File: src/logic/fabricPkg.sv
// Fabric shared package with bus widths, region map, register offsets and read patterns
`default_nettype none

package fabricPkg;

    // --------------------
    // Bus widths
    // --------------------

    // Byte address into the 128 KB aperture
    localparam int ADDR_WIDTH = 17;
    localparam int DATA_WIDTH = 32;

    // Region field starts here, 8 KB per region
    localparam int REGION_LSB = 13;

    // Word offset width for register and reserved blocks
    localparam int REG_ADDR_WIDTH = 7;

    localparam int NUM_RAM_BANKS = 4;

    typedef logic [DATA_WIDTH-1:0]   word_t;
    typedef logic [ADDR_WIDTH-1:0]   busAdr_t;
    typedef logic [DATA_WIDTH/8-1:0] byteStb_t;
    typedef logic [7:0]              gpio_t;

    // --------------------
    // Address map
    // --------------------

    // Top address bits, values not listed are unmapped
    typedef enum logic [ADDR_WIDTH-REGION_LSB-1:0] {
        REG_REGION      = 4'd0,
        RAM0_REGION     = 4'd1,
        RAM1_REGION     = 4'd2,
        RAM2_REGION     = 4'd3,
        RAM3_REGION     = 4'd4,
        RESERVED_REGION = 4'd6
    } region_e;

    // Register block word offsets
    typedef enum logic [REG_ADDR_WIDTH-1:0] {
        ID_ADR       = 7'h00,
        REV_ADR      = 7'h01,
        GPIO_IN_ADR  = 7'h02,
        GPIO_OUT_ADR = 7'h03,
        GPIO_OE_ADR  = 7'h04
    } regAddr_e;

    // Reserved block word offsets, top of its window
    typedef enum logic [REG_ADDR_WIDTH-1:0] {
        CUST_PROD_ADR = 7'h7E,
        REVISIONS_ADR = 7'h7F
    } rsvAddr_e;

    // --------------------
    // Read patterns
    // --------------------

    // Marks an access to an unmapped region
    localparam word_t DEFAULT_READ_VALUE = 32'hBADF_ABAC;
    // Undefined register offset
    localparam word_t REG_DEF_VALUE      = 32'hFABD_EFAC;
    // Undefined reserved offset
    localparam word_t RSV_DEF_VALUE      = 32'hDEFF_ABAC;

endpackage

`default_nettype wire
File: src/logic/reservedBlock.sv
// Reserved block with customer, product and revision words plus the bus timeout FSM
`timescale 1ns/1ps
`default_nettype none

module reservedBlock #(
    parameter logic [7:0]  CUSTOMER_ID    = 8'h01,
    parameter logic [7:0]  PRODUCT_ID     = 8'h00,
    parameter logic [15:0] MAJOR_REV      = 16'h0001,
    parameter logic [15:0] MINOR_REV      = 16'h0000,
    parameter int          TIMEOUT_CYCLES = 7
) (
    input  logic                                 wbClk_i,
    input  logic                                 rst_i,
    input  logic                                 rsvCyc_i,
    // Raw bus cycle and merged ack for the timeout
    input  logic                                 cyc_i,
    input  logic                                 stb_i,
    input  logic                                 busAck_i,
    input  logic [fabricPkg::REG_ADDR_WIDTH-1:0] wordAdr_i,
    output fabricPkg::word_t                     rdDat_o,
    output logic                                 ack_o
);

    // Count range reaches past TIMEOUT_CYCLES
    localparam int CNT_WIDTH = $clog2(TIMEOUT_CYCLES + 2);

    typedef enum logic {
        TO_IDLE,
        TO_COUNT
    } toState_e;

    toState_e             toState;
    logic [CNT_WIDTH-1:0] toCnt;
    logic                 toAckQ;
    logic                 rsvAckQ;
    logic                 pending;

    // Own region answers in one cycle
    always_ff @(posedge wbClk_i)
    begin
        if (rst_i)
        begin
            rsvAckQ <= 1'b0;
        end
        else
        begin
            rsvAckQ <= rsvCyc_i && stb_i && !rsvAckQ;
        end
    end

    always_comb
    begin
        case (fabricPkg::rsvAddr_e'(wordAdr_i))
            fabricPkg::CUST_PROD_ADR: rdDat_o = {16'h0, CUSTOMER_ID, PRODUCT_ID};
            fabricPkg::REVISIONS_ADR: rdDat_o = {MAJOR_REV, MINOR_REV};
            default:                  rdDat_o = fabricPkg::RSV_DEF_VALUE;
        endcase
    end

    // --------------------
    // Bus timeout
    // --------------------

    // Request nobody has answered yet
    assign pending = cyc_i && stb_i && !busAck_i;

    always_ff @(posedge wbClk_i)
    begin
        if (rst_i)
        begin
            toState <= TO_IDLE;
            toCnt   <= '0;
            toAckQ  <= 1'b0;
        end
        else
        begin
            // Ack pulse lasts one cycle only
            toAckQ <= 1'b0;
            case (toState)
                TO_IDLE:
                begin
                    if (pending)
                    begin
                        toState <= TO_COUNT;
                        toCnt   <= CNT_WIDTH'(1);
                    end
                end
                TO_COUNT:
                begin
                    if (!pending)
                    begin
                        // Some target answered or master gave up
                        toState <= TO_IDLE;
                        toCnt   <= '0;
                    end
                    else if (toCnt == CNT_WIDTH'(TIMEOUT_CYCLES))
                    begin
                        toAckQ  <= 1'b1;
                        toState <= TO_IDLE;
                        toCnt   <= '0;
                    end
                    else
                    begin
                        toCnt <= toCnt + 1'b1;
                    end
                end
                default:
                begin
                    toState <= TO_IDLE;
                end
            endcase
        end
    end

    assign ack_o = rsvAckQ | toAckQ;

    cntBound: assert property (@(posedge wbClk_i) disable iff (rst_i)
        toCnt <= CNT_WIDTH'(TIMEOUT_CYCLES))
        else $error("Timeout counter past its limit");

endmodule

`default_nettype wire

File: config.mk
export PLATFORM = sky130hd
export DESIGN_NAME = reservedBlock
export DESIGN_NICKNAME = d
export VERILOG_FILES = /design/src/logic/fabricPkg.sv /design/src/logic/reservedBlock.sv
export SDC_FILE = /design/constraint.sdc
export NUM_CORES = 1
export LEC_CHECK = 0
export ABC_AREA = 1
export BUFFER_PORTS_ARGS = -buffer_cell sky130_fd_sc_hd__clkbuf_2
export CORE_MARGIN = 2
export CORE_UTILIZATION = 40
export DETAILED_ROUTE_END_ITERATION = 10
export PLACE_DENSITY = 0.82
export SETUP_SLACK_MARGIN = 0.1
export SYNTH_ARGS = -nofsm -noshare
export SYNTH_HDL_FRONTEND = slang
export SYNTH_SLANG_ARGS = --single-unit
File: constraint.sdc
create_clock -name wbClk_i -period 2.5 [get_ports wbClk_i]
set_clock_uncertainty 0.1 [all_clocks]
set_input_delay 0.125 -clock wbClk_i [delete_from_list [all_inputs] [get_ports wbClk_i]]
set_output_delay 0.125 -clock wbClk_i [all_outputs]
set_load 0.05 [all_outputs]
## Word-level counts from Yosys, hierarchy flattened

Cells that the tools add are included.
Widths: inputs -> output; s select.

| operators by class | value |
|---|---|
| $mul | 0 |
| reduce and logical (&&, ||, !) cells | 7 |
| $lt $le $gt $ge | 0 |
| equal/unequal tests | 4 |
| shifts and indexed selects | 0 |
| divide/modulo/power cells | 0 |
| add/subtract/negate cells | 1 |
| mux-type cells | 10 |
| bitwise gates (word level) | 3 |

Operators by type and width:

| cell | count |
|---|---|
| $pmux 32 s2 | 1 |
| $eq 7x7->1 const B | 2 |
| $mux 4 | 3 |
| $pmux 4 s2 | 1 |
| $add 4x1->4 const B | 1 |
| $eq 4x3->1 const B | 1 |
| $logic_and 1x1->1 | 4 |
| $mux 1 | 4 |
| $reduce_or 3->1 | 1 |
| $logic_not 1->1 | 2 |
| $ne 2x2->1 const B | 1 |
| $not 1->1 | 2 |
| $pmux 1 s2 | 1 |
| $or 1x1->1 | 1 |

| storage, ports and cells | value |
|---|---|
| bits in writable memories | 0 |
| bits in registers | 7 |
| memories | 0 |
| latch bits | 0 |
| ROM bits | 0 |
| logic and storage cells | 29 |

## Longest topological paths before layout

| depth | value |
|---|---|
| depth in word-level cells | 4 |
| gate-level depth with buffers | 6 |
| depth with buffers taken out | 6 |

## Worst setup path after synthesis

OpenSTA, ideal clock, no wires.

| timing path | value |
|---|---|
| path type | input -> output |
| start | input wordAdr_i[3] (netlist name) |
| end | output rdDat_o[16] |
| data arrival time | 1.712 ns |
| data required time | 2.275 ns |
| path slack | 0.563 ns |
| stages | 4 |
| cell sequence | nand2_1 -> nor2_1 -> nand3_1 -> or2_1 |

| between the ends | value |
|---|---|
| cells in the longest elaborated chain, start to end | 2 |
| elaborated cells between the ends (all ways) | 3 |
| those cells by class | 2 x eq/ne; 1 x mux |

RTL lines:

| element | RTL line | RTL |
|---|---|---|
| start, declared | reservedBlock.sv:19 | `input logic [fabricPkg::REG_ADDR_WIDTH-1:0] wordAdr_i,` |
| $eq 7x7->1 | reservedBlock.sv:53 | `case (fabricPkg::rsvAddr_e'(wordAdr_i))` |
| $pmux 32 s2 (*) | reservedBlock.sv:53 |  |
| end, declared | reservedBlock.sv:20 | `output fabricPkg::word_t rdDat_o,` |

Mark *: on every way between the ends. The rest lies on a longest branch, timed or not.

## Worst setup path in the final report

Ends and elaborated chain as after synthesis.

==> results.json <==
{
  "synthesis.area_um2": 573,
  "pin_count": 46,
  "ys_ff_latch": 7,
  "crit_required_ns": 2.28,
  "final_area_um2": 621,
  "fp.dieArea_um2": 1750,
  "postCtsSetupBuffers": 0,
  "crit_top_cell": "clkbuf_2",
  "r2r.worst_path.cells": 6,
  "syn_avg_cell_area_um2": 7.35,
  "netlist-cell-type-count": 19,
  "gp_congestion": 0.799,
  "via_per_inst": 4.37,
  "maxSlewViolCount": 0,
  "worstPathArrival_ns": 1.41,
  "ctsHoldBuffers": 1,
  "overflow": 0,
  "critPathTopFamily": "simple AND/OR/NAND/NOR gates",
  "status": "finished clean",
  "p_leak_nw": 0.313,
  "synthCells": 78,
  "dr.first_iter.drc_count": 5,
  "multiInputGateArea_um2": 230,
  "r2r_start": "toCnt[0]",
  "rows": 13,
  "ir_drop_mv": 0.390,
  "cap_violations": 0,
  "n_antenna_cell": 0,
  "detail-route-antenna-nets": 0,
  "dp_hpwl_um": 762,
  "crit_buf_inv": 2,
  "worstPathMaxFanout": 22,
  "register_area_um2": 140,
  "max_freq_mhz": 612,
  "grt.met2_usage": 0.175,
  "yosysWarnings": 0,
  "relSlewSlack": 0.601,
  "syn2layout_area_growth_pct": 8.30,
  "synth_area_leaders": "buf_4 38%, dfxtp_1 24%, nand2_1 5.9%",
  "clk_pin_slew_worst_paths_ns": 0.05,
  "worst_slew_pin_slew_ns": 0.596,
  "min_to": "rsvAckQ",
  "die_w_um": 41.9,
  "layout_commonest_cell": "clkbuf_2",
  "wl_per_cell_um": 8.24,
  "first_pass_iters": 4,
  "post_dp_cell_area_um2": 584,
  "cp-end-kind": "primary output",
  "clkSinkCount": 7,
  "core_area_um2": 1320,
  "dp_slack_ns": 0.834,
  "powerDensity_nw_per_um2": 466,
  "antenna_found_initial": 0,
  "root_buffer": "clkbuf_4",
  "busiest_layer": "met2",
  "grt_max_degree": 23,
  "ys_seq_area_frac": 0.245,
  "cp_slowest_cell": "nand3_1",
  "nets": 113,
  "grt_util_all_layers": 0.107,
  "num_vias": 494,
  "drc_errors": 0,
  "critPathMaxStageDelay_ns": 0.43,
  "yosysTopAreaCellShare": 0.380,
  "setup_total_negative_slack_ns": 0,
  "hold_viol": 0,
  "grtUsageMet3": 0.0174,
  "htree_levels": 1,
  "cts_buffers": 3,
  "tritoncts": "yes",
  "port_buffers": 36,
  "yosys.area.top_type": "buf_4",
  "grt_pass1_wl_mm": 1.36,
  "setup_viol": 0,
  "min_period_ns": 1.63,
  "die_h_um": 41.9,
  "utilization": 0.471,
  "finalCritPeriodShare": 0.653,
  "fin_ws_ns": 0.866,
  "nFillCells": 138,
  "met1_usage": 0.0997,
  "layout.cells.most_common_list": "36 x clkbuf_2, 9 x nand2_1, 9 x conb_1, 7 x nor2_1, 7 x dfxtp_1",
  "worstHoldPathType": "in2reg",
  "cts_buffer_depth": 2,
  "grt_pass1_vias": 346,
  "start_kind": "input port",
  "rsz0062_at_grt": "no",
  "min_from": "stb_i",
  "ctsResizeCount": 0,
  "insertion_delay_ns": 0.25,
  "start_util": 0.435,
  "regToRegSetupSlack_ns": 1.25,
  "drive_gt1_frac": 0.449,
  "crit_type": "in2out",
  "reg2reg_to": "toCnt[3]",
  "whs_path_depth": 3,
  "drt-total-wl_um": 931,
  "path_cells": "clkbuf_2, nand2_1, nor2_1, nand3_1, or2_1, clkbuf_2"
}
[Yosys cell counts]
master   count
a21oi_1      3
ha_1         1
inv_2        1
or2_2        1
conb_1       1
nor4_1       1
or2_1        1
dfxtp_1      7
nand2_1      9
nand4_1      2
nand3_1      4
nand2_2      1
o21ai_0      1
nor3_1       3
buf_4       29
inv_1        3
xor2_1       1
nor2_1       7
nor2_4       2
[flip-flops by register name, indices dropped and copies added, names as in the netlist]
signal   cells
toState      1
toAckQ       1
toCnt        4
rsvAckQ      1
[worst register-to-register path, stage by stage, from the launching register on]
cell     delay (ns)
dfxtp_1        0.39
ha_1           0.21
nand3_1        0.15
nand3_1        0.12
nor2_1         0.04
nor2_1         0.08
nor2_1         0.04
[final cells by class]
type                    instances  area share
clock buffers                   4      0.0423
inverters                       4      0.0242
multi-input cells              46       0.371
flip-flops and latches          7       0.226
well taps                      15      0.0302
repair buffers                 37       0.306
[logic make-up after synthesis]
family,after synthesis,synth area share
buf+inv,33,0.406
simple gates,31,0.271
flops,7,0.245
compound gates,4,0.0349
xor+xnor,1,0.0153
fa+ha+maj,1,0.0218
other cells,1,0.00654
[power by group]
part / leakage (nW) / total (mW) / internal [mW] / switching, mW
combinational: 0.242 / 0.0715 / 0.0140 / 0.0575
clock: 0.0150 / 0.102 / 0.0609 / 0.0411
sequential: 0.0567 / 0.115 / 0.114 / 0.00177
[routing by layer]
| metal | vias to the layer above | wire length [um] |
|---|---|---|
| li1 | 252 | - |
| met4 | 0 | 38 |
| met2 | 39 | 426 |
| met3 | 4 | 124 |
| met1 | 199 | 342 |
| met5 | - | 0 |
[worst max-delay path by stage]
| stage | start | end | slack, ns | cells past startpoint |
|---|---|---|---|---|
| finish | wordAdr_i[3] | rdDat_o[16] | 0.87 | 6 |
| global route | wordAdr_i[3] | rdDat_o[16] | 0.74 | 6 |
| CTS | wordAdr_i[3] | rdDat_o[16] | 0.83 | 6 |
| floorplan | wordAdr_i[3] | rdDat_o[16] | 0.56 | 4 |
| global placement | wordAdr_i[3] | rdDat_o[16] | 0.91 | 6 |
| detailed placement | wordAdr_i[3] | rdDat_o[16] | 0.83 | 6 |
[per-stage QoR]
stage,hold slack (ns),power [mW],std cells
after floorplan,0.0941,0.187,86
after global placement,0.238,0.187,108
after detailed placement,0.242,0.188,108
after CTS,0.00381,0.293,113
after global routing,0.0178,0.304,113
final,0.00530,0.289,113
Power figures use the tool's default switching activity.
