==> config.mk <==
export PLATFORM = sky130hd
export DESIGN_NAME = wbAddrDecoder
export DESIGN_NICKNAME = d
export VERILOG_FILES = /design/src/logic/fabricPkg.sv /design/src/logic/wbAddrDecoder.sv
export SDC_FILE = /design/constraint.sdc
export NUM_CORES = 1
export LEC_CHECK = 0
export BUFFER_PORTS_ARGS = -buffer_cell sky130_fd_sc_hd__buf_2
export CAP_MARGIN = 20
export CELL_PAD_IN_SITES_DETAIL_PLACEMENT = 1
export CELL_PAD_IN_SITES_GLOBAL_PLACEMENT = 1
export CORE_MARGIN = 2
export CORE_UTILIZATION = 14
export DETAILED_ROUTE_END_ITERATION = 10
export MAX_ROUTING_LAYER = met4
export PLACE_DENSITY = 0.81
export SYNTH_ARGS = -nofsm -noshare
export SYNTH_HDL_FRONTEND = slang
export SYNTH_SLANG_ARGS = --single-unit
==> constraint.sdc <==
create_clock -name vclk -period 1.26
set_clock_uncertainty 0.2 [all_clocks]
set_input_delay 0.063 -clock vclk [all_inputs]
set_output_delay 0.063 -clock vclk [all_outputs]
set_load 0.03 [all_outputs]
==> src/logic/fabricPkg.sv <==
// Fabric shared package with bus widths, region map, register offsets and read patterns
`default_nettype none

package fabricPkg;

    // --------------------
    // Bus widths
    // --------------------

    // Byte address into the 128 KB aperture
    localparam int ADDR_WIDTH = 17;
    localparam int DATA_WIDTH = 32;

    // Region field starts here, 8 KB per region
    localparam int REGION_LSB = 13;

    // Word offset width for register and reserved blocks
    localparam int REG_ADDR_WIDTH = 7;

    localparam int NUM_RAM_BANKS = 4;

    typedef logic [DATA_WIDTH-1:0]   word_t;
    typedef logic [ADDR_WIDTH-1:0]   busAdr_t;
    typedef logic [DATA_WIDTH/8-1:0] byteStb_t;
    typedef logic [7:0]              gpio_t;

    // --------------------
    // Address map
    // --------------------

    // Top address bits, values not listed are unmapped
    typedef enum logic [ADDR_WIDTH-REGION_LSB-1:0] {
        REG_REGION      = 4'd0,
        RAM0_REGION     = 4'd1,
        RAM1_REGION     = 4'd2,
        RAM2_REGION     = 4'd3,
        RAM3_REGION     = 4'd4,
        RESERVED_REGION = 4'd6
    } region_e;

    // Register block word offsets
    typedef enum logic [REG_ADDR_WIDTH-1:0] {
        ID_ADR       = 7'h00,
        REV_ADR      = 7'h01,
        GPIO_IN_ADR  = 7'h02,
        GPIO_OUT_ADR = 7'h03,
        GPIO_OE_ADR  = 7'h04
    } regAddr_e;

    // Reserved block word offsets, top of its window
    typedef enum logic [REG_ADDR_WIDTH-1:0] {
        CUST_PROD_ADR = 7'h7E,
        REVISIONS_ADR = 7'h7F
    } rsvAddr_e;

    // --------------------
    // Read patterns
    // --------------------

    // Marks an access to an unmapped region
    localparam word_t DEFAULT_READ_VALUE = 32'hBADF_ABAC;
    // Undefined register offset
    localparam word_t REG_DEF_VALUE      = 32'hFABD_EFAC;
    // Undefined reserved offset
    localparam word_t RSV_DEF_VALUE      = 32'hDEFF_ABAC;

endpackage

`default_nettype wire
==> src/logic/wbAddrDecoder.sv <==
// Bus address decoder selecting one target per region and merging acks and read data
`timescale 1ns/1ps
`default_nettype none

module wbAddrDecoder (
    input  fabricPkg::busAdr_t                adr_i,
    input  logic                              cyc_i,
    // Target returns
    input  fabricPkg::word_t                  regDat_i,
    input  fabricPkg::word_t                  ramDat_i,
    input  fabricPkg::word_t                  rsvDat_i,
    input  logic                              regAck_i,
    input  logic                              ramAck_i,
    input  logic                              rsvAck_i,
    // Target selects
    output logic                              regCyc_o,
    output logic                              rsvCyc_o,
    output logic [fabricPkg::NUM_RAM_BANKS-1:0] ramCyc_o,
    // Back to the master
    output fabricPkg::word_t                  rdDat_o,
    output logic                              ack_o
);

    fabricPkg::region_e region;

    // Top address bits pick the 8 KB region
    assign region = fabricPkg::region_e'(adr_i[fabricPkg::ADDR_WIDTH-1:fabricPkg::REGION_LSB]);

    // --------------------
    // Selects and read mux
    // --------------------

    always_comb
    begin
        regCyc_o = 1'b0;
        rsvCyc_o = 1'b0;
        ramCyc_o = '0;
        // Unmapped unless a region below claims it
        rdDat_o  = fabricPkg::DEFAULT_READ_VALUE;
        case (region)
            fabricPkg::REG_REGION:
            begin
                regCyc_o = cyc_i;
                rdDat_o  = regDat_i;
            end
            fabricPkg::RAM0_REGION:
            begin
                ramCyc_o[0] = cyc_i;
                rdDat_o     = ramDat_i;
            end
            fabricPkg::RAM1_REGION:
            begin
                ramCyc_o[1] = cyc_i;
                rdDat_o     = ramDat_i;
            end
            fabricPkg::RAM2_REGION:
            begin
                ramCyc_o[2] = cyc_i;
                rdDat_o     = ramDat_i;
            end
            fabricPkg::RAM3_REGION:
            begin
                ramCyc_o[3] = cyc_i;
                rdDat_o     = ramDat_i;
            end
            fabricPkg::RESERVED_REGION:
            begin
                rsvCyc_o = cyc_i;
                rdDat_o  = rsvDat_i;
            end
            default:
            begin
                // No select, timeout answers
                rdDat_o = fabricPkg::DEFAULT_READ_VALUE;
            end
        endcase
    end

    // Any target may finish the cycle
    assign ack_o = regAck_i | ramAck_i | rsvAck_i;

    // Acks from separate targets never overlap
    always_comb
    begin
        assert ($onehot0({regAck_i, ramAck_i, rsvAck_i}))
            else $error("More than one target acknowledged");
    end

endmodule

`default_nettype wire

=== Word level (Yosys, flattened, before mapping) ===
Cells that the tools add are included.

* Equal/unequal tests: 5
* Multiplexer cells: 7
* Reductions and logical operators: 2
* Bitwise operators: 2

{| class="wikitable"
|+ Operator list
! cell !! number
|-
| $pmux W32 S3 || 1
|-
| $eq A4 B2 Y1 const B || 2
|-
| $eq A4 B3 Y1 const B || 2
|-
| $mux W1 || 6
|-
| $eq A4 B1 Y1 const B || 1
|-
| $logic_not A4 Y1 || 1
|-
| $reduce_or A4 Y1 || 1
|-
| $or A1 B1 Y1 || 2
|}

* Bits of input ports: 117
* Register bits: 0
* Word-level logic and storage cells: 16

=== Depth between registers and ports, before layout ===
Gate-level depths: netlist of run 1.

* Depth after elaboration: 3
* Depth in mapped cells: 5

=== Worst setup path after synthesis of run 1 ===
Ideal clock, no wire load.

* Path type: input to output
* Start: input port adr_i[15]
* End: output port regCyc_o
* Data arrival time: 1255 ps
* Slack: -258 ps
* Stages: 3
* Path through: buf_6 > nor3b_1 > nor3b_1

* Cells in the longest elaborated chain, start to end: 2

{| class="wikitable"
|+ RTL lines
! item !! line !! RTL
|-
| start: declaration || wbAddrDecoder.sv:6 || <nowiki>input fabricPkg::busAdr_t adr_i,</nowiki>
|-
| $logic_not A4 Y1 || wbAddrDecoder.sv:40 || <nowiki>case (region)</nowiki>
|-
| $mux W1 || wbAddrDecoder.sv:40 ||
|-
| end: declaration || wbAddrDecoder.sv:16 || <nowiki>output logic regCyc_o,</nowiki>
|}

Every way passes these cells.

=== Final worst setup path of run 1 ===
* Start: input port adr_i[15]
* End: output port rdDat_o[22]

* Cells in the longest elaborated chain, start to end: 3
* Elaborated cells between the ends (all ways): 8
* Those cells by class: eq/ne: 5; mux: 1; reduce/logical: 2

{| class="wikitable"
|+ RTL lines
! item !! line !! RTL
|-
| $eq A4 B3 Y1 (tied with other cells) || wbAddrDecoder.sv:40 ||
|-
| $reduce_or A4 Y1 (no line) || -- ||
|-
| $pmux W32 S3 (*) || wbAddrDecoder.sv:40 ||
|-
| end: declaration || wbAddrDecoder.sv:20 || <nowiki>output fabricPkg::word_t rdDat_o,</nowiki>
|}

Mark *: on every way between the ends. The rest lies on a longest branch, timed or not.

==> results.ini, run 1 <==
[die]
initial_core_util_pct = 14.61
row_count = 27
dieWidth_um = 80.28
design.core.area_mm2 = 0.005574
dieArea_mm2 = 0.006444
ios = 156
die_h_um = 80.28

[sta]
finalSetupViolations = 32
rsz0062_at_grt = true
hold_viol = 0
fin_crit_sh_pct = 121.2
fmax_mhz = 654.9
post-route-min-period_ns = 1.527
timing.final.ws_setup_ns = -0.2671
slew_violations = 0
worstMarginPinSlew_ns = 0.2656
maxSlewHeadroom_pct = 82.23

[drt]
route.detailed.drc = 0
vias = 1629
vias_per_cell = 4.749
drt_iter0_drc = 24
ant_nets = 0
routed_wl_um = 5711
first_pass_iters = 4
wl_per_cell_um = 16.65

[layout]
area_growth_pct = 174.3
design.seq.count = 0
nClkBuffers = 0
final_util_pct = 40.09
drive_gt1_share_pct = 78.60
seqCellArea_um2 = 0
antenna_cells = 0
nNetsFinal = 390
final_cells = 343

[power]
switching_share_pct = 48.06
p_comb_share_pct = 100.0
total_power_mw = 0.9693
seqPwrFrac_pct = 0
power.internal_mw = 0.5034
power_leakage_nw = 1.166
power_switching_mw = 0.4659
pwr-share-clk_pct = 0
peakVddDrop_mv = 0.1667
power_density_mw_per_mm2 = 433.7

[critical_path]
crit_type = in2out
required_ns = 1.00
path_max_fanout = 6
worstPathArrival_ns = 1.26
end_kind = output port
start_kind = input port

[yosys]
syn_avg_cell_area_um2 = 6.903
yosysTopAreaCellShare_pct = 25.81
synth_cell_type_count = 21
synth.net_count = 235
yosysMostFrequentCell = nand2_1
synthTopCellsByArea = a221o_1, nand3_1, a22o_1, nand2_1, a21o_1
synth_cells = 118
yosysWarnings = 0
yosysTopAreaCell = a221o_1
synth_common_cells = nand2_1, a221o_1, nand3_1
synth_area_um2 = 814.5
synth_seq_area_share_pct = 0

[run_status]
failed_checks = negative setup slack
status = finished, violations left

[worst_hold_path]
hp-class = in2out

[grt]
grt-ovfl-total = 0
grt_antenna_before_repair = 0
grt_use_total_pct = 16.54
grt_max_degree = 22
first_global_vias = 1759
grt_pass1_wl_um = 8335

[place]
dpl.hpwl_um = 3943
dpl_worst_slack_ns = -0.3306
dp.cells = 330
place.gp.congestion = 0.6996
numPortBuffers = 143

[clock_network]
cts_hold_buf = 0

[job]
cap_violations = 0

==> final timing paths <==
path / start / end / slack, ns / cells after the start
worst max-delay path: adr_i[15] / rdDat_o[22] / -0.27 / 7
worst min-delay path: ramDat_i[21] / rdDat_o[21] / 0.24 / 3
==> metal layers <==
layer | global-route usage [%] | routed length, um | vias up
met1 | 17.49 | 2058 | 756
met4 | 0.8475 | 31 | 0
li1 | - | - | 777
met5 | - | 0 | -
met2 | 34.42 | 3277 | 94
met3 | 1.236 | 343 | 2
==> metrics by stage <==
step | setup TNS [ns] | cell area (um2) | hold slack (ns)
after global routing | -8.128 | 2235 | 0.2447
after global placement | -8.823 | 1702 | 0.2524
after floorplan | -1.817 | 894.6 | 0.06654
after CTS | -7.551 | 2158 | 0.2278
final | -6.521 | 2235 | 0.2383
after detailed placement | -9.422 | 1702 | 0.2607
==> area by class of cell <==
cell class	count	area, um2
fill	682	3339
timing repair buffer	169	1310
multi-input combinational	102	834.6
tap	72	90.09
==> logic make-up (layout without fill, tap and decap cells) <==
family	after synthesis	after routing	share of synthesized area [%]
buffers and inverters	16	169	13.06
AOI/OAI and AO/OA	45	45	49.31
and+or+nand+nor	57	57	37.64
==> critical path: stages <==
cell,delay (ns)
buf_8,0.11
nor3_4,0.22
nor3_4,0.09
buf_6,0.14
buf_16,0.13
a221o_2,0.36
buf_6,0.14
==> layout by cell type, fill, tap and decap left out <==
| cell type | count |
|---|---|
| a21oi_4 | 1 |
| nand2_1 | 12 |
| nand2_2 | 11 |
| buf_16 | 1 |
| nor3_4 | 2 |
| a21o_4 | 4 |
| or3_1 | 1 |
| a22o_1 | 11 |
| buf_2 | 102 |
| nor2_1 | 1 |
| buf_8 | 3 |
| and2_1 | 1 |
| nor2_2 | 1 |
| nor3b_2 | 1 |
| buf_6 | 45 |
| a221o_1 | 1 |
| o21a_1 | 1 |
| buf_12 | 4 |
| nor4_4 | 1 |
| a221o_2 | 20 |
| a21o_1 | 7 |
| nor3b_4 | 1 |
| buf_4 | 12 |
| nor3_2 | 1 |
| and4bb_4 | 1 |
| and3_1 | 1 |
| nand3b_1 | 1 |
| nand3_1 | 21 |
| clkbuf_16 | 2 |
==> power by group through the flow <==
stage	clock [mW]	sequential [mW]	combinational, mW
2_1_floorplan	0	0	0.426
3_5_place_dp	0	0	0.717
6_report	0	0	0.969
4_1_cts	0	0	0.943
3_3_place_gp	0	0	0.704
5_1_grt	0	0	1.03
==> what timing repair did <==
item | in CTS | in global routing
buffers inserted | 4 | 2
pin swaps | 8 | 19
gates resized for setup | 108 | 12
cloned | 6 | 2
hold endpoints to repair | 0 | 0
setup endpoints to repair | 37 | 37
Note: power is estimated with default switching activity, not from simulation.
==> run 2, diff against run 1 <==
ABC_AREA = 1   (was not set)
ABC_CLOCK_PERIOD_IN_PS = 1260   (was not set)
CORE_UTILIZATION = 16   (was 14)
PLACE_DENSITY = 0.86   (was 0.81)
==> results.ini, run 2 <==
[power]
power_switching_mw = 0.5774
power_leakage_nw = 1.483
power.internal_mw = 0.4990
p_comb_share_pct = 100.0
peakVddDrop_mv = 0.1814
power_density_mw_per_mm2 = 395.9
switching_share_pct = 53.64
pwr-share-clk_pct = 0
seqPwrFrac_pct = 0

[grt]
use_met2_pct = 36.22
grt.met1_usage_pct = 20.50
grt_use_total_pct = 18.16
first_global_vias = 2090
grt_max_degree = 24
grt-ovfl-total = 0
grt_antenna_before_repair = 0
grt_busiest_layer = met2
grt_pass1_wl_um = 10320
gr-usage-met3_pct = 1.590

[yosys]
yosysMostFrequentCell = nand2_1
synth_seq_area_share_pct = 0
syn_avg_cell_area_um2 = 4.646
yosysTopAreaCellShare_pct = 34.41
synth_common_cells = nand2_1, nand3_1, inv_1
synth_cells = 216
yosysWarnings = 0
yosysTopAreaCell = nand3_1
synth_area_mm2 = 0.001003
synthTopCellsByArea = nand3_1, nand2_1, inv_1, nor2_1, nor2_4
synth.net_count = 333
synth_cell_type_count = 14

[job]
cap_violations = 0

[sta]
fmax_mhz = 760.1
finalSetupViolations = 22
worstMarginPinSlew_ns = 0.1864
maxSlewHeadroom_pct = 87.55
slew_violations = 0
post-route-min-period_ns = 1.316
hold_viol = 0
fin_crit_sh_pct = 104.4
rsz0062_at_grt = true
timing.final.ws_setup_ns = -0.05570

[layout]
design.seq.count = 0
fillers = 770
fin_area_mm2 = 0.002719
area_growth_pct = 170.9
drive_gt1_share_pct = 67.29
nNetsFinal = 495
antenna_cells = 0
seqCellArea_um2 = 0
final_cell_mix = buf_2, nand2_1, buf_6
final_common_cell = buf_2
nClkBuffers = 0

[drt]
vias_per_cell = 4.659
ant_nets = 0
wl_per_cell_um = 16.31
drt_iter0_drc = 30
vias = 2101
routed_wl_um = 7354
first_pass_iters = 3
route.detailed.drc = 0

[critical_path]
required_ns = 1.00
crit_type = in2out
end_kind = output port
crit_buf_inv = 5
start_kind = input port
crit_family = buffers and inverters
crit_slowest_cell = nor2_4
crit_cells = 9
crit_end = rdDat_o[22]
critPathMaxStageDelay_ns = 0.17
path_max_fanout = 5
worst_path_most_repeated_cell = buf_6
worstPathArrival_ns = 1.05
crit_chain = buf_8, nor2_4, buf_6, buf_16, nand3_1, nand2_1, inv_1, nand3_2, buf_6
startpoint = adr_i[16]

[die]
initial_core_util_pct = 16.75
dieArea_mm2 = 0.006921
ios = 156
dieWidth_um = 83.20
row_count = 28
die_h_um = 83.20
design.core.area_mm2 = 0.005991

[worst_hold_path]
hp-class = in2out

[place]
numPortBuffers = 143
place.gp.congestion = 0.8177
dpl.hpwl_um = 4703
dpl_worst_slack_ns = -0.1386
placed_area_mm2 = 0.001906

[run_status]
status = finished, violations left
failed_checks = negative setup slack

[clock_network]
cts_hold_buf = 0

-- run 2: cell count changes after synthesis, sizes merged, moves of 2 or more --
cell,before,now
a21o,11,0
a221o,21,0
a22o,11,0
clkbuf,3,0
inv,0,26
nand2,23,79
nand3,21,69
nor2,2,23
nor3b,2,0
-- run 2: worst min-delay path by stage --
| stage | startpoint | endpoint | cells after the start |
|---|---|---|---|
| global route | adr_i[14] | ramCyc_o[0] | 3 |
| global placement | rsvAck_i | ack_o | 3 |
| finish | adr_i[14] | ramCyc_o[0] | 3 |
| detailed placement | rsvAck_i | ack_o | 3 |
| floorplan | adr_i[14] | ramCyc_o[0] | 1 |
| CTS | adr_i[14] | ramCyc_o[0] | 3 |
-- run 2: metrics by stage --
step / power, mW / util, % / TNS, ns / std cells / hold slack (ns)
after floorplan: 0.4026 / - / -0.5431 / 216 / 0.04127
after global placement: 0.7294 / 31.81 / -1.775 / 440 / 0.2578
after detailed placement: 0.7445 / 31.81 / -3.161 / 440 / 0.2639
after CTS: 0.9315 / 39.12 / -0.04658 / 449 / 0.2147
after global routing: 1.146 / 45.38 / -2.722 / 451 / 0.2259
final: 1.076 / 45.38 / -0.4540 / 451 / 0.2187
-- run 2: layer usage --
layer	share of wire (%)	vias to the layer above	routed length, um
met5	0	-	0
met4	0.27	0	20
met3	6.0	6	440
met2	54	112	3982
met1	40	979	2910
li1	-	1004	-
-- run 2: final cells by class --
class / instances / area [um2] / share of cell area [%]
timing repair buffer: 174 / 1369 / 50.34
multi-input combinational: 176 / 1154 / 42.43
inverter: 26 / 102.6 / 3.774
tap: 75 / 93.84 / 3.451
-- run 2: logic make-up after synthesis --
kind of cell / after synthesis / synth area share, %
AO/OA/AOI/OAI: 1 / 0.4983
buffers and inverters: 40 / 19.58
AND/OR/NAND/NOR: 175 / 79.93
-- run 2: repair_timing --
action	4_1_cts	5_1_grt
gates resized for setup	101	87
buffers inserted	7	0
pin swaps	13	26
gates cloned	3	2
setup endpoints to repair	36	38
-- run 2: power groups by stage --
| stage | combinational [mW] | clock, mW | sequential [mW] |
|---|---|---|---|
| 5_1_grt | 1.15 | 0 | 0 |
| 6_report | 1.08 | 0 | 0 |
| 2_1_floorplan | 0.403 | 0 | 0 |
| 3_5_place_dp | 0.744 | 0 | 0 |
| 3_3_place_gp | 0.729 | 0 | 0 |
| 4_1_cts | 0.932 | 0 | 0 |
==> run 3, diff against run 2 <==
--- a/constraint.sdc
+++ b/constraint.sdc
@@ -4,2 +4,2 @@
 set_output_delay 0.063 -clock vclk [all_outputs]
-set_load 0.03 [all_outputs]
+set_load 0.05 [all_outputs]
==> results.ini, run 3 (synthesis results as in run 2) <==
[sta]
hold_viol = 0
finalSetupViolations = 33
rsz0062_at_grt = true
timing.final.ws_setup_ns = -0.09102
fmax_mhz = 740.2
post-route-min-period_ns = 1.351
worstMarginPinSlew_ns = 0.2493
maxSlewHeadroom_pct = 83.49
slew_violations = 0
fin_crit_sh_pct = 107.2

[grt]
grt_pass1_wl_um = 10360
first_global_vias = 2194
grt_use_total_pct = 18.06
grt_max_degree = 18
grt_antenna_before_repair = 0
grt-ovfl-total = 0

[place]
place.gp.congestion = 0.7852
numPortBuffers = 143
placed_area_mm2 = 0.001968
dpl_worst_slack_ns = -0.2000
dpl.hpwl_um = 4788

[layout]
drive_gt1_share_pct = 58.31
design.seq.count = 0
nNetsFinal = 498
seqCellArea_um2 = 0
nClkBuffers = 0
final_cell_mix = buf_2, nand2_1, nand3_1
area_growth_pct = 158.7
final_common_cell = buf_2
antenna_cells = 0
fin_area_mm2 = 0.002596

[critical_path]
worstPathArrival_ns = 1.09
required_ns = 1.00
path_max_fanout = 5
crit_type = in2out
start_kind = input port
end_kind = output port

[run_status]
failed_checks = negative setup slack
status = finished, violations left

[die]
row_count = 28
ios = 156
die_h_um = 83.20
initial_core_util_pct = 16.75
dieWidth_um = 83.20
design.core.area_mm2 = 0.005991
dieArea_mm2 = 0.006921

[power]
peakVddDrop_mv = 0.2568
total_power_mw = 1.164
power_density_mw_per_mm2 = 448.5
power_leakage_nw = 1.404

[worst_hold_path]
worst_hold_startpoint = ramDat_i[19]
whs_endpoint = rdDat_o[19]
hp-class = in2out
holdPathStages = 4

[job]
cap_violations = 0

[drt]
route.detailed.drc = 0
wl_per_cell_um = 14.72
routed_wl_um = 6681
drt_iter0_drc = 36
first_pass_iters = 2
vias_per_cell = 4.551
ant_nets = 0
vias = 2066

[clock_network]
cts_hold_buf = 0

[run 3: cell types whose count changed in the layout (fill, tap and decap cells not counted), sizes merged]
cell,change
buf,+4
clkbuf,-1
[run 3: worst max-delay path: stages]
cell     delay (ns)
buf_12         0.11
nor2_4         0.13
buf_12         0.12
buf_12         0.10
nand2_8        0.07
buf_8          0.14
nor2_2         0.08
nor2_1         0.05
nand2_1        0.07
buf_6          0.16
[run 3: how the worst max path moves through the flow]
| stage | start | to | cells after the start |
|---|---|---|---|
| after detailed placement | adr_i[16] | ramCyc_o[0] | 6 |
| after global placement | adr_i[13] | rdDat_o[18] | 8 |
| final | adr_i[13] | rdDat_o[13] | 10 |
| after floorplan | adr_i[16] | ramCyc_o[0] | 4 |
| after global routing | adr_i[13] | rdDat_o[9] | 9 |
| after CTS | adr_i[14] | rdDat_o[16] | 10 |
[run 3: where the power goes]
| part | leakage [nW] | internal, mW | switching [mW] | total (mW) |
|---|---|---|---|---|
| clock | 0 | 0 | 0 | 0 |
| sequential | 0 | 0 | 0 | 0 |
| combinational | 1.40 | 0.499 | 0.665 | 1.16 |
[run 3: final cells by class]
cell class	count	area, um2
Fill cell	783	3395
Timing Repair Buffer	177	1414
Multi-Input combinational cell	176	983.4
Inverter	26	105.1
Tap cell	75	93.84
[run 3: what timing repair did]
action	4_1_cts	5_1_grt
setup endpoints to repair	37	36
buffers inserted	4	2
endpoints found under the hold margin	0	0
pin swaps	19	14
gates resized for setup	124	27
cloned	3	1
[run 3: metrics by stage]
stage	hold slack, ns	cells	util, %	setup TNS [ns]
after floorplan	0.02710	216	-	-1.006
after global placement	0.3135	444	32.85	-4.788
after detailed placement	0.3195	444	32.85	-6.143
after CTS	0.2648	451	40.89	-1.816
after global routing	0.2819	454	43.34	-4.544
final	0.2633	454	43.34	-2.091
[run 3: layer usage]
metal	vias up	global-route usage [%]	share of wire (%)
met3	2	1.889	5.8
met5	-	-	0
li1	1009	-	-
met1	959	19.13	38
met2	96	37.10	56
met4	0	0.8942	0.18
