### src/logic/fabricPkg.sv
// Fabric shared package with bus widths, region map, register offsets and read patterns
`default_nettype none

package fabricPkg;

    // --------------------
    // Bus widths
    // --------------------

    // Byte address into the 128 KB aperture
    localparam int ADDR_WIDTH = 17;
    localparam int DATA_WIDTH = 32;

    // Region field starts here, 8 KB per region
    localparam int REGION_LSB = 13;

    // Word offset width for register and reserved blocks
    localparam int REG_ADDR_WIDTH = 7;

    localparam int NUM_RAM_BANKS = 4;

    typedef logic [DATA_WIDTH-1:0]   word_t;
    typedef logic [ADDR_WIDTH-1:0]   busAdr_t;
    typedef logic [DATA_WIDTH/8-1:0] byteStb_t;
    typedef logic [7:0]              gpio_t;

    // --------------------
    // Address map
    // --------------------

    // Top address bits, values not listed are unmapped
    typedef enum logic [ADDR_WIDTH-REGION_LSB-1:0] {
        REG_REGION      = 4'd0,
        RAM0_REGION     = 4'd1,
        RAM1_REGION     = 4'd2,
        RAM2_REGION     = 4'd3,
        RAM3_REGION     = 4'd4,
        RESERVED_REGION = 4'd6
    } region_e;

    // Register block word offsets
    typedef enum logic [REG_ADDR_WIDTH-1:0] {
        ID_ADR       = 7'h00,
        REV_ADR      = 7'h01,
        GPIO_IN_ADR  = 7'h02,
        GPIO_OUT_ADR = 7'h03,
        GPIO_OE_ADR  = 7'h04
    } regAddr_e;

    // Reserved block word offsets, top of its window
    typedef enum logic [REG_ADDR_WIDTH-1:0] {
        CUST_PROD_ADR = 7'h7E,
        REVISIONS_ADR = 7'h7F
    } rsvAddr_e;

    // --------------------
    // Read patterns
    // --------------------

    // Marks an access to an unmapped region
    localparam word_t DEFAULT_READ_VALUE = 32'hBADF_ABAC;
    // Undefined register offset
    localparam word_t REG_DEF_VALUE      = 32'hFABD_EFAC;
    // Undefined reserved offset
    localparam word_t RSV_DEF_VALUE      = 32'hDEFF_ABAC;

endpackage

`default_nettype wire
### src/logic/fpgaRegisters.sv
// Control register block with ID, revision and GPIO input, output and enable registers
`timescale 1ns/1ps
`default_nettype none

module fpgaRegisters #(
    parameter logic [31:0] DEVICE_ID = 32'h0,
    parameter logic [31:0] REV_LEVEL = 32'h0
) (
    input  logic                                 wbClk_i,
    input  logic                                 rst_i,
    // Bus side
    input  logic                                 cyc_i,
    input  logic                                 stb_i,
    input  logic                                 we_i,
    input  logic [fabricPkg::REG_ADDR_WIDTH-1:0] wordAdr_i,
    input  fabricPkg::byteStb_t                  byteStb_i,
    input  fabricPkg::word_t                     wrDat_i,
    output fabricPkg::word_t                     rdDat_o,
    output logic                                 ack_o,
    // GPIO
    input  fabricPkg::gpio_t                     gpioIn_i,
    output fabricPkg::gpio_t                     gpioOut_o,
    output fabricPkg::gpio_t                     gpioOe_o
);

    logic             ackQ;
    logic             accept;
    logic             laneWr;
    fabricPkg::gpio_t gpioMeta;
    fabricPkg::gpio_t gpioSync;
    fabricPkg::gpio_t gpioOutQ;
    fabricPkg::gpio_t gpioOeQ;

    // --------------------
    // Handshake
    // --------------------

    // New request only, skip the one already acked
    assign accept = cyc_i && stb_i && !ackQ;

    // GPIO registers only take lane 0
    assign laneWr = accept && we_i && byteStb_i[0];

    always_ff @(posedge wbClk_i)
    begin
        if (rst_i)
        begin
            ackQ <= 1'b0;
        end
        else
        begin
            ackQ <= accept;
        end
    end

    // --------------------
    // GPIO
    // --------------------

    // Two flop synchronizer on the pad input
    always_ff @(posedge wbClk_i)
    begin
        gpioMeta <= gpioIn_i;
        gpioSync <= gpioMeta;
    end

    always_ff @(posedge wbClk_i)
    begin
        if (rst_i)
        begin
            gpioOutQ <= '0;
            gpioOeQ  <= '0;
        end
        else if (laneWr)
        begin
            if (wordAdr_i == fabricPkg::GPIO_OUT_ADR)
            begin
                gpioOutQ <= wrDat_i[7:0];
            end
            if (wordAdr_i == fabricPkg::GPIO_OE_ADR)
            begin
                gpioOeQ <= wrDat_i[7:0];
            end
        end
    end

    // Read mux, address is held through the ack
    always_comb
    begin
        case (fabricPkg::regAddr_e'(wordAdr_i))
            fabricPkg::ID_ADR:       rdDat_o = DEVICE_ID;
            fabricPkg::REV_ADR:      rdDat_o = REV_LEVEL;
            fabricPkg::GPIO_IN_ADR:  rdDat_o = {24'h0, gpioSync};
            fabricPkg::GPIO_OUT_ADR: rdDat_o = {24'h0, gpioOutQ};
            fabricPkg::GPIO_OE_ADR:  rdDat_o = {24'h0, gpioOeQ};
            default:                 rdDat_o = fabricPkg::REG_DEF_VALUE;
        endcase
    end

    assign ack_o     = ackQ;
    assign gpioOut_o = gpioOutQ;
    assign gpioOe_o  = gpioOeQ;

    // Master holds the cycle until it sees the ack
    ackInCycle: assert property (@(posedge wbClk_i) disable iff (rst_i) ack_o |-> cyc_i)
        else $error("Register ack outside a bus cycle");

endmodule

`default_nettype wire

### config.mk
export PLATFORM = sky130hd
export DESIGN_NAME = fpgaRegisters
export DESIGN_NICKNAME = d
export VERILOG_FILES = /design/src/logic/fabricPkg.sv /design/src/logic/fpgaRegisters.sv
export SDC_FILE = /design/constraint.sdc
export NUM_CORES = 1
export LEC_CHECK = 0
export BUFFER_PORTS_ARGS = -buffer_cell sky130_fd_sc_hd__buf_2
export CAP_MARGIN = 20
export CORE_ASPECT_RATIO = 1.75
export CORE_MARGIN = 2
export CORE_UTILIZATION = 25
export DETAILED_ROUTE_END_ITERATION = 16
export GPL_TIMING_DRIVEN = 0
export PLACE_DENSITY_LB_ADDON = 0.25
export REMOVE_ABC_BUFFERS = 1
export SLEW_MARGIN = 20
export SYNTH_ARGS = -nofsm -noshare
export SYNTH_HDL_FRONTEND = slang
export SYNTH_SLANG_ARGS = --single-unit
### constraint.sdc
create_clock -name wbClk_i -period 1.5 [get_ports wbClk_i]
set_input_delay 0.075 -clock wbClk_i [delete_from_list [all_inputs] [get_ports wbClk_i]]
set_output_delay 0.075 -clock wbClk_i [all_outputs]
set_load 0.1 [all_outputs]
Word level (Yosys, flattened, before mapping). Cells that the tools add are included. Widths: inputs -> output; s select.

Bits in registers: 33. Latch bits: 0. Memory bits (writable): 0. Memory bits (read-only): 0. Input port bits: 56. Word-level logic and storage cells: 19. Memories: 0.

$add $sub $neg: 0. Multiply operators: 0. Divide/modulo/power cells: 0. Order comparisons: 0. Eq/ne operators: 4. Shifts and indexed selects: 0. Mux-type cells: 1. Bitwise operators: 0. Reductions and logical operators: 9.

Operator list (count): $pmux 32 s4 (1); $eq 7x2->1 const B (2); $eq 7x1->1 const B (1); $eq 7x3->1 const B (1); $logic_not 7->1 (1); $logic_and 1x1->1 (4); $reduce_and 2->1 (2); $reduce_or 2->1 (1); $logic_not 1->1 (1).

Logic depth before layout (Yosys ltp). Gate-level depths: netlist (run 1).

Depth in word-level cells: 5. Gate-level depth with buffers: 5.

Least setup slack after synthesis (run 1). Ideal clock, no wire load.

Path type: in2out. Start: input port wordAdr_i[5] (netlist bit). End: output port rdDat_o[10]. Arrival time: 3.001 ns. Data required time: 1.425 ns. Path slack: -1.576 ns. Stages on the path: 5. Buffers on the path: 2. Cells stage by stage: or4_4 -> clkbuf_1 -> nor2_1 -> nor2_1 -> buf_4.

Word-level cells in the longest chain between the ends: 3. Elaborated cells between the ends (all ways): 7.

Ends and longest elaborated chain: start: declaration (RTL line fpgaRegisters.sv:15) `input logic [fabricPkg::REG_ADDR_WIDTH-1:0] wordAdr_i,`; $eq 7x1->1 or $logic_not 7->1 (tied branches) (RTL line fpgaRegisters.sv:90) `case (fabricPkg::regAddr_e'(wordAdr_i))`; $reduce_or 2->1 (no line); $pmux 32 s4 (*) (RTL line fpgaRegisters.sv:90); end: declaration (RTL line fpgaRegisters.sv:18) `output fabricPkg::word_t rdDat_o,`.

Every way passes the cells marked *; elsewhere a longest branch is shown, timed or not.

Worst setup path after layout (run 1).
Start: input port wordAdr_i[5] (netlist bit). End: output port rdDat_o[11].

Same word-level chain as after synthesis.

==> load_flow_metrics.sql, run 1 <==
INSERT INTO impl_metrics (metric_group, metric, value, unit) VALUES
('critical_path', 'critPathCaptureType', 'output pin', ''),
('logic_synthesis', 'synth_top_area_cell', 'sky130_fd_sc_hd__dfxtp_1', ''),
('floorplanning', 'initial_cell_density_of_the_core', '0.259', ''),
('timing', 'maxClockFrequency', '0.620', 'GHz'),
('logic_synthesis', 'synth_enable_flop_cells', '0', ''),
('cells_and_area', 'final_nets', '271', ''),
('logic_synthesis', 'synth.top_cells.by_area', 'sky130_fd_sc_hd__dfxtp_1 46%, sky130_fd_sc_hd__buf_4 12%, sky130_fd_sc_hd__mux2i_1 11%', ''),
('placement', 'port_buffers', '72', ''),
('detailed_routing', 'drt-vias-per-instance', '4.05', ''),
('worst_hold_path', 'hold_crit_depth', '3', ''),
('critical_path', 'critical_path.max_fanout', '19', ''),
('timing', 'final-setup-viol-count', '22', ''),
('cells_and_area', 'area_growth_synth_to_finish', '56.6', '%'),
('floorplanning', 'die_h', '105', 'microns'),
('timing', 'min_period_over_period', '1.08', ''),
('timing', 'count_of_final_max_slew_check_failures', '0', ''),
('floorplanning', 'floorplan.io_pins', '105', ''),
('detailed_routing', 'route.vias.total', '1184', ''),
('clock_tree', 'clock_sink_count', '33', ''),
('detailed_routing', 'detail_route.first_pass.iterations', '4', ''),
('critical_path', 'worst-r2r-cell-count', '3', ''),
('grt', 'grt_remaining_overflow', '0', ''),
('power_and_ir_drop', 'p_leak', '1.04', 'nW'),
('logic_synthesis', 'synth_ff_type', 'sky130_fd_sc_hd__dfxtp_1', ''),
('power_and_ir_drop', 'power.ir.vdd_worst', '0.447', 'mV'),
('floorplanning', 'floorplan.die_area', '6430', 'sq um'),
('timing', 'setup_slack', '-113', 'ps'),
('logic_synthesis', 'post_synth_inst_count', '144', ''),
('grt', 'vias_in_the_first_global_route', '1166', ''),
('detailed_routing', 'wire_length_after_detailed_routing', '3.59', 'mm'),
('placement', 'place_inst', '267', ''),
('logic_synthesis', 'synth_async_sr_flop_share', '0', ''),
('critical_path', 'arrival', '1540', 'ps'),
('placement', 'detailedPlacementHpwl', '2.50', 'mm'),
('cells_and_area', 'post_route_cells_drive_above_1_share', '0.454', ''),
('logic_synthesis', 'seq_area_frac_synth', '0.457', ''),
('logic_synthesis', 'synth_area', '1450', 'sq um'),
('timing', 'finalClockSkew', '4.01', 'ps'),
('clock_tree', 'cts_buffer_depth', '2', ''),
('timing', 'finalHoldViolations', '0', ''),
('clock_tree', 'clockRootBuffer', 'sky130_fd_sc_hd__clkbuf_8', ''),
('detailed_routing', 'detail-route-antenna-nets', '0', ''),
('floorplanning', 'fp-row-count', '36', ''),
('logic_synthesis', 'synth_cell_types', '21', ''),
('detailed_routing', 'drt_first_iter_violations', '25', ''),
('cells_and_area', 'regArea', '661', 'sq um'),
('critical_path', 'worstPathRequired', '1420', 'ps'),
('cells_and_area', 'filler_cell_count', '602', ''),
('grt', 'grt_start_max_net_pins', '26', ''),
('timing', 'slew_headroom', '0.619', ''),
('detailed_routing', 'remaining_drc_errors', '0', ''),
('cells_and_area', 'insertedDiodeCount', '0', ''),
('clock_tree', 'clock_latency', '280', 'ps'),
('grt', 'grt_pass1_wl', '5.65', 'mm'),
('logic_synthesis', 'synth.ff_latch_count', '33', ''),
('grt', 'track_usage', '0.119', ''),
('critical_path', 'critical_path_class', 'in -> out', ''),
('detailed_routing', 'routed_wire_length_per_instance', '12.3', 'microns'),
('timing', 'timing.hold.ws', '76.7', 'ps'),
('cells_and_area', 'post_layout_nonfiller_instances', '292', ''),
('placement', 'finalWeightedCongestion', '0.669', ''),
('clock_tree', 'cts_tree', 'built', ''),
('logic_synthesis', 'synth.top_cell.area_share', '0.457', ''),
('logic_synthesis', 'synth.avg_cell_area', '10.0', 'sq um'),
('floorplanning', 'chipWidth', '61.5', 'microns'),
('job', 'cap_viol_max_count', '0', ''),
('worst_hold_path', 'hold_class', 'in -> reg', ''),
('clock_tree', 'clkSlewWorstSetupHoldPaths', '70', 'ps'),
('run_status', 'status', 'complete, but fails checks', ''),
('timing', 'period_minus_slack', '1610', 'ps'),
('cells_and_area', 'multi_input_area', '619', 'sq um'),
('critical_path', 'startpoint_type', 'input port', ''),
('run_status', 'violations', 'setup timing', ''),
('grt', 'antenna_found_initial', '0', ''),
('clock_tree', 'number_of_buffers_added_by_the_clock_tree_synthesis_step', '5', ''),
('cells_and_area', 'final_util', '0.405', ''),
('clock_tree', 'cts.htree.levels', '2', ''),
('power_and_ir_drop', 'pwr_density_cell', '927', 'nW/um^2'),
('logic_synthesis', 'synth.yosys.warnings', '0', ''),
('timing', 'worstMarginPinSlew', '570', 'ps'),
('timing', 'grt_setup_unrepaired', 'true', ''),
('floorplanning', 'core_area', '5590', 'sq um');
area by class of cell:
cell class / instances / area share
sequential: 33 / 0.292
clock buffer: 7 / 0.0381
timing repair buffer: 89 / 0.333
multi-input combinational: 81 / 0.273
inverter: 5 / 0.00829
tap: 76 / 0.0420
clock inverter: 1 / 0.0133
cells in the mapped netlist (4+ instances only):
cell	count
sky130_fd_sc_hd__mux2i_1	16
sky130_fd_sc_hd__a221o_1	4
sky130_fd_sc_hd__dfxtp_1	33
sky130_fd_sc_hd__buf_4	23
sky130_fd_sc_hd__a21oi_1	8
sky130_fd_sc_hd__inv_1	5
sky130_fd_sc_hd__o21ai_0	4
sky130_fd_sc_hd__nor3_1	4
sky130_fd_sc_hd__clkbuf_1	5
sky130_fd_sc_hd__a211o_1	4
sky130_fd_sc_hd__nand2b_1	24
sky130_fd_sc_hd__nor2_1	4
power by group:
group	switching [W]	internal [W]	total, W	leakage (nW)
clock	0.000316	0.000541	0.000858	0.0585
combinational	0.000233	0.000102	0.000336	0.706
sequential	0.00000521	0.000900	0.000905	0.272
total	0.000555	0.00154	0.00210	1.04
per-layer routing:
layer	wire (microns)	global-route usage
met5	0	0
met4	63	0.0547
met3	277	0.0347
met2	1990	0.206
met1	1250	0.123
worst max-delay path, cell delays in order:
cell	delay (ps)
sky130_fd_sc_hd__buf_6	90
sky130_fd_sc_hd__or4_4	600
sky130_fd_sc_hd__buf_4	200
sky130_fd_sc_hd__nor2_2	120
sky130_fd_sc_hd__nor2_4	130
sky130_fd_sc_hd__clkbuf_4	310
placed cells by master, fill, tap and decap left out, drive strengths merged:
cell	netlist	final
nand2	1	1
clkbuf	5	15
inv	5	5
a211o	4	4
nor3	4	4
conb	1	5
o21ai	4	4
dfxtp	33	33
nand2b	24	24
or4	2	2
bufinv	0	1
nor4	2	2
dlygate4sd3	0	8
or3b	1	1
buf	24	73
a221o	4	4
a21oi	8	8
mux2i	16	16
nor2	4	4
nand3b	2	2
cells by family (layout without fill, tap and decap cells):
kind of cell	count (synthesis)	count (layout)	synth area share
buf+inv	34	102	0.153
mux	16	16	0.111
compound gates	20	20	0.0934
flops	33	33	0.457
other cells	1	5	0.00259
simple gates	40	40	0.183
registers in the layout (all words and copies together) (netlist names):
name	flops
gpioMeta	8
gpioOut_o	8
gpioSync	8
gpioOe_o	8
ack_o	1
final timing paths:
path,start,slack [ps],to
max reg2reg,ack_o,70,gpioOe_o[1]
min,wrDat_i[5],80,gpioOe_o[5]
max,wordAdr_i[5],-110,rdDat_o[11]
min reg2reg,gpioMeta[0],330,gpioSync[0]
through the flow:
step	power, W	setup TNS (ps)	setup slack (ps)	area, sq um
detailed placement	0.00121	-23340	-780	1710
finish	0.00210	-1710	-113	2260
floorplan	0.00113	-431770	-22150	1260
CTS	0.00210	-5940	-192	2100
global route	0.00219	-3130	-162	2260
global placement	0.00121	-22670	-792	1710
what timing repair did:
item,4_1_cts,5_1_grt
setup endpoints to repair,43,35
resized for setup,36,53
hold buffers,8,0
pin swaps,8,4
endpoints found under the hold margin,8,0
setup buffers,7,2
Power figures use the tool's default switching activity.
==> run 2, diff against run 1 <==
--- a/config.mk
+++ b/config.mk
@@ -5,15 +5,15 @@
 export SDC_FILE = /design/constraint.sdc
 export NUM_CORES = 1
 export LEC_CHECK = 0
+export ABC_AREA = 1
 export BUFFER_PORTS_ARGS = -buffer_cell sky130_fd_sc_hd__buf_2
 export CAP_MARGIN = 20
-export CORE_ASPECT_RATIO = 1.75
+export CORE_ASPECT_RATIO = 0.5
 export CORE_MARGIN = 2
 export CORE_UTILIZATION = 25
 export DETAILED_ROUTE_END_ITERATION = 16
 export GPL_TIMING_DRIVEN = 0
 export PLACE_DENSITY_LB_ADDON = 0.25
-export REMOVE_ABC_BUFFERS = 1
 export SLEW_MARGIN = 20
 export SYNTH_ARGS = -nofsm -noshare
 export SYNTH_HDL_FRONTEND = slang
==> run 2 against run 1 <==
Net effect:
- the flow now finishes without violations
- cell area up 8.7%
- count of clock-buffer cells in the layout did not move
- sequential power decreased by 0.9%
- combinational power rose by 3%
- global-route usage is 0.054 points lower
- register-to-register slack gained 140 ps
- highest routed layer unchanged
==> load_flow_metrics.sql, run 2 <==
INSERT INTO impl_metrics (metric_group, metric, value, unit) VALUES
('run_status', 'status', 'finished, final reports clean', ''),
('placement', 'detailedPlacementHpwl', '2.94', 'mm'),
('detailed_routing', 'drt-vias-per-instance', '3.99', ''),
('critical_path', 'critical_path.max_fanout', '19', ''),
('critical_path', 'startpoint_type', 'input port', ''),
('placement', 'finalWeightedCongestion', '0.723', ''),
('detailed_routing', 'wire_length_after_detailed_routing', '3.96', 'mm'),
('worst_hold_path', 'hold_class', 'in -> reg', ''),
('logic_synthesis', 'synth.yosys.warnings', '0', ''),
('timing', 'maxClockFrequency', '0.701', 'GHz'),
('timing', 'min_period_over_period', '0.951', ''),
('clock_tree', 'clock_latency', '270', 'ps'),
('clock_tree', 'clockRootBuffer', 'sky130_fd_sc_hd__clkbuf_16', ''),
('power_and_ir_drop', 'p_leak', '1.29', 'nW'),
('logic_synthesis', 'synth_area', '1490', 'sq um'),
('detailed_routing', 'routed_wire_length_per_instance', '10.7', 'microns'),
('clock_tree', 'cts_tree', 'built', ''),
('logic_synthesis', 'synth_enable_flop_cells', '0', ''),
('clock_tree', 'clkSlewWorstSetupHoldPaths', '50', 'ps'),
('cells_and_area', 'insertedDiodeCount', '0', ''),
('detailed_routing', 'route.vias.total', '1471', ''),
('grt', 'grt_pass1_wl', '6.07', 'mm'),
('grt', 'vias_in_the_first_global_route', '1315', ''),
('clock_tree', 'clock_sink_count', '33', ''),
('floorplanning', 'initial_cell_density_of_the_core', '0.265', ''),
('power_and_ir_drop', 'power.ir.vdd_worst', '0.490', 'mV'),
('placement', 'port_buffers', '72', ''),
('logic_synthesis', 'synth_async_sr_flop_share', '0', ''),
('logic_synthesis', 'post_synth_inst_count', '201', ''),
('floorplanning', 'floorplan.die_area', '6650', 'sq um'),
('critical_path', 'setup.reg_to_reg.worst_slack', '210', 'ps'),
('cells_and_area', 'most-common-layout-cells', '48 x sky130_fd_sc_hd__buf_2, 46 x sky130_fd_sc_hd__buf_4, 39 x sky130_fd_sc_hd__nand2_1', ''),
('logic_synthesis', 'synth.ff_latch_count', '33', ''),
('job', 'cap_viol_max_count', '0', ''),
('power_and_ir_drop', 'design_power_total', '0.00226', 'W'),
('placement', 'place_inst', '350', ''),
('timing', 'finalHoldViolations', '0', ''),
('clock_tree', 'number_of_buffers_added_by_the_clock_tree_synthesis_step', '5', ''),
('worst_hold_path', 'worst_hold_startpoint', 'wrDat_i[5]', ''),
('worst_hold_path', 'hold_path_end', 'gpioOe_o[5]', ''),
('detailed_routing', 'detail_route.first_pass.iterations', '4', ''),
('worst_hold_path', 'hold_crit_depth', '3', ''),
('logic_synthesis', 'seq_area_frac_synth', '0.442', ''),
('grt', 'grt_remaining_overflow', '0', ''),
('grt', 'antenna_found_initial', '0', ''),
('power_and_ir_drop', 'pwr_density_cell', '918', 'nW/um^2'),
('detailed_routing', 'drt_first_iter_violations', '51', ''),
('floorplanning', 'core_area', '5630', 'sq um'),
('cells_and_area', 'multi_input_area', '627', 'sq um'),
('timing', 'count_of_final_max_slew_check_failures', '0', ''),
('logic_synthesis', 'synth.top_cell.area_share', '0.442', ''),
('detailed_routing', 'detail-route-antenna-nets', '0', ''),
('timing', 'slew_headroom', '0.661', ''),
('critical_path', 'critical_path_class', 'in -> out', ''),
('logic_synthesis', 'synth_ff_type', 'sky130_fd_sc_hd__dfxtp_1', ''),
('logic_synthesis', 'synth_common_cells', '39 x sky130_fd_sc_hd__nand2_1, 33 x sky130_fd_sc_hd__dfxtp_1, 30 x sky130_fd_sc_hd__nor2_1', ''),
('clock_tree', 'cts_buffer_depth', '2', ''),
('cells_and_area', 'final_nets', '351', ''),
('timing', 'final-setup-viol-count', '0', ''),
('clock_tree', 'cts.htree.levels', '2', ''),
('cells_and_area', 'area_growth_synth_to_finish', '64.7', '%'),
('floorplanning', 'die_h', '58.7', 'microns'),
('cells_and_area', 'filler_cell_count', '575', ''),
('floorplanning', 'fp-row-count', '19', ''),
('cells_and_area', 'regArea', '697', 'sq um'),
('critical_path', 'worstPathRequired', '1420', 'ps'),
('detailed_routing', 'remaining_drc_errors', '0', ''),
('cells_and_area', 'post_route_cells_drive_above_1_share', '0.497', ''),
('grt', 'grt_start_max_net_pins', '20', ''),
('timing', 'worstMarginPinSlew', '512', 'ps'),
('grt', 'track_usage', '0.118', ''),
('critical_path', 'arrival', '1350', 'ps'),
('logic_synthesis', 'synth_top_area_cell', 'sky130_fd_sc_hd__dfxtp_1', ''),
('critical_path', 'critical_path.reg2reg.startpoint', 'ack_o', ''),
('timing', 'finalClockSkew', '3.31', 'ps'),
('critical_path', 'worst-r2r-cell-count', '6', ''),
('logic_synthesis', 'synth_cell_types', '17', ''),
('cells_and_area', 'final_common_cell', 'sky130_fd_sc_hd__buf_2', ''),
('floorplanning', 'floorplan.io_pins', '105', ''),
('logic_synthesis', 'synthMostInstantiatedCell', 'sky130_fd_sc_hd__nand2_1', ''),
('timing', 'period_minus_slack', '1430', 'ps'),
('logic_synthesis', 'synth.avg_cell_area', '7.43', 'sq um'),
('critical_path', 'reg2reg_to', 'gpioOe_o[1]', ''),
('floorplanning', 'chipWidth', '113', 'microns'),
('logic_synthesis', 'synth.top_cells.by_area', 'sky130_fd_sc_hd__dfxtp_1 44%, sky130_fd_sc_hd__buf_4 13%, sky130_fd_sc_hd__nand2_1 9.8%', ''),
('cells_and_area', 'post_layout_nonfiller_instances', '369', ''),
('critical_path', 'critPathCaptureType', 'output pin', '');
run 2: cell types whose count changed after synthesis, moves of 5 or more:
| cell | previous run | this run |
|---|---|---|
| sky130_fd_sc_hd__nor2_1 | 4 | 30 |
| sky130_fd_sc_hd__clkbuf_1 | 5 | 0 |
| sky130_fd_sc_hd__nand2_1 | 1 | 39 |
| sky130_fd_sc_hd__nand2b_1 | 24 | 0 |
| sky130_fd_sc_hd__inv_1 | 5 | 23 |
| sky130_fd_sc_hd__nand3_1 | 0 | 25 |
| sky130_fd_sc_hd__mux2i_1 | 16 | 0 |
run 2: kinds of logic after synthesis:
family	Yosys count	synth area share
other	1	0.00251
and+or+nand+nor	106	0.324
AOI/OAI and AO/OA	9	0.0301
DFF	33	0.442
buffers and inverters	52	0.201
run 2: layout make-up:
type | count | share of cell area
Sequential cell | 33 | 0.283
Multi-Input combinational cell | 120 | 0.255
Timing Repair Buffer | 83 | 0.221
Buffer | 29 | 0.104
Clock buffer | 7 | 0.0580
Inverter | 23 | 0.0397
Tap cell | 73 | 0.0371
Clock inverter | 1 | 0.00305
run 2: through the flow:
step | hold slack, ps | setup WS [ps] | TNS [ps] | area (sq um) | util
detailed placement | 179 | -216 | -4080 | 2120 | 0.376
global route | 55.1 | -7.90 | -23.8 | 2460 | 0.437
global placement | 178 | -190 | -3500 | 2120 | 0.376
floorplan | 103 | -219 | -3760 | 1670 | -
finish | 39.3 | 73.7 | 0 | 2460 | 0.437
CTS | 44.4 | 0.845 | 0 | 2400 | 0.425
run 2: repair_timing:
action,in CTS,in global routing
resized for setup,6,40
hold buffers,9,0
buffers inserted,1,1
setup endpoints to repair,25,25
endpoints found under the hold margin,9,0
pin swaps,0,1
run 2: worst max-delay path, cell delays in order:
cell	delay, ps
sky130_fd_sc_hd__buf_2	140
sky130_fd_sc_hd__nor2_1	140
sky130_fd_sc_hd__inv_1	140
sky130_fd_sc_hd__a21oi_4	210
sky130_fd_sc_hd__clkinvlp_4	120
sky130_fd_sc_hd__buf_12	160
sky130_fd_sc_hd__buf_4	130
sky130_fd_sc_hd__buf_4	220
run 2: worst max path at each step:
stage / from / endpoint / slack (ps) / cells after the start
after floorplan: wordAdr_i[2] / rdDat_o[16] / -220 / 6
after global placement: wordAdr_i[2] / rdDat_o[25] / -190 / 8
after detailed placement: wordAdr_i[2] / rdDat_o[16] / -220 / 7
after CTS: wordAdr_i[2] / rdDat_o[5] / 0.8 / 7
after global routing: wordAdr_i[2] / rdDat_o[20] / -8 / 8
final: wordAdr_i[2] / rdDat_o[20] / 70 / 8
run 2: power by group:
group	switching [W]	total [W]	internal (W)
registers	0.00000586	0.000897	0.000891
clock network	0.000356	0.00102	0.000660
logic	0.000242	0.000346	0.000105
run 2: routing by layer:
layer	up-vias	share of wire	track usage
li1	781	-	-
met1	629	0.47	0.149
met2	57	0.46	0.201
met3	4	0.053	0.0237
met4	0	0.012	0.0523
met5	-	0	0
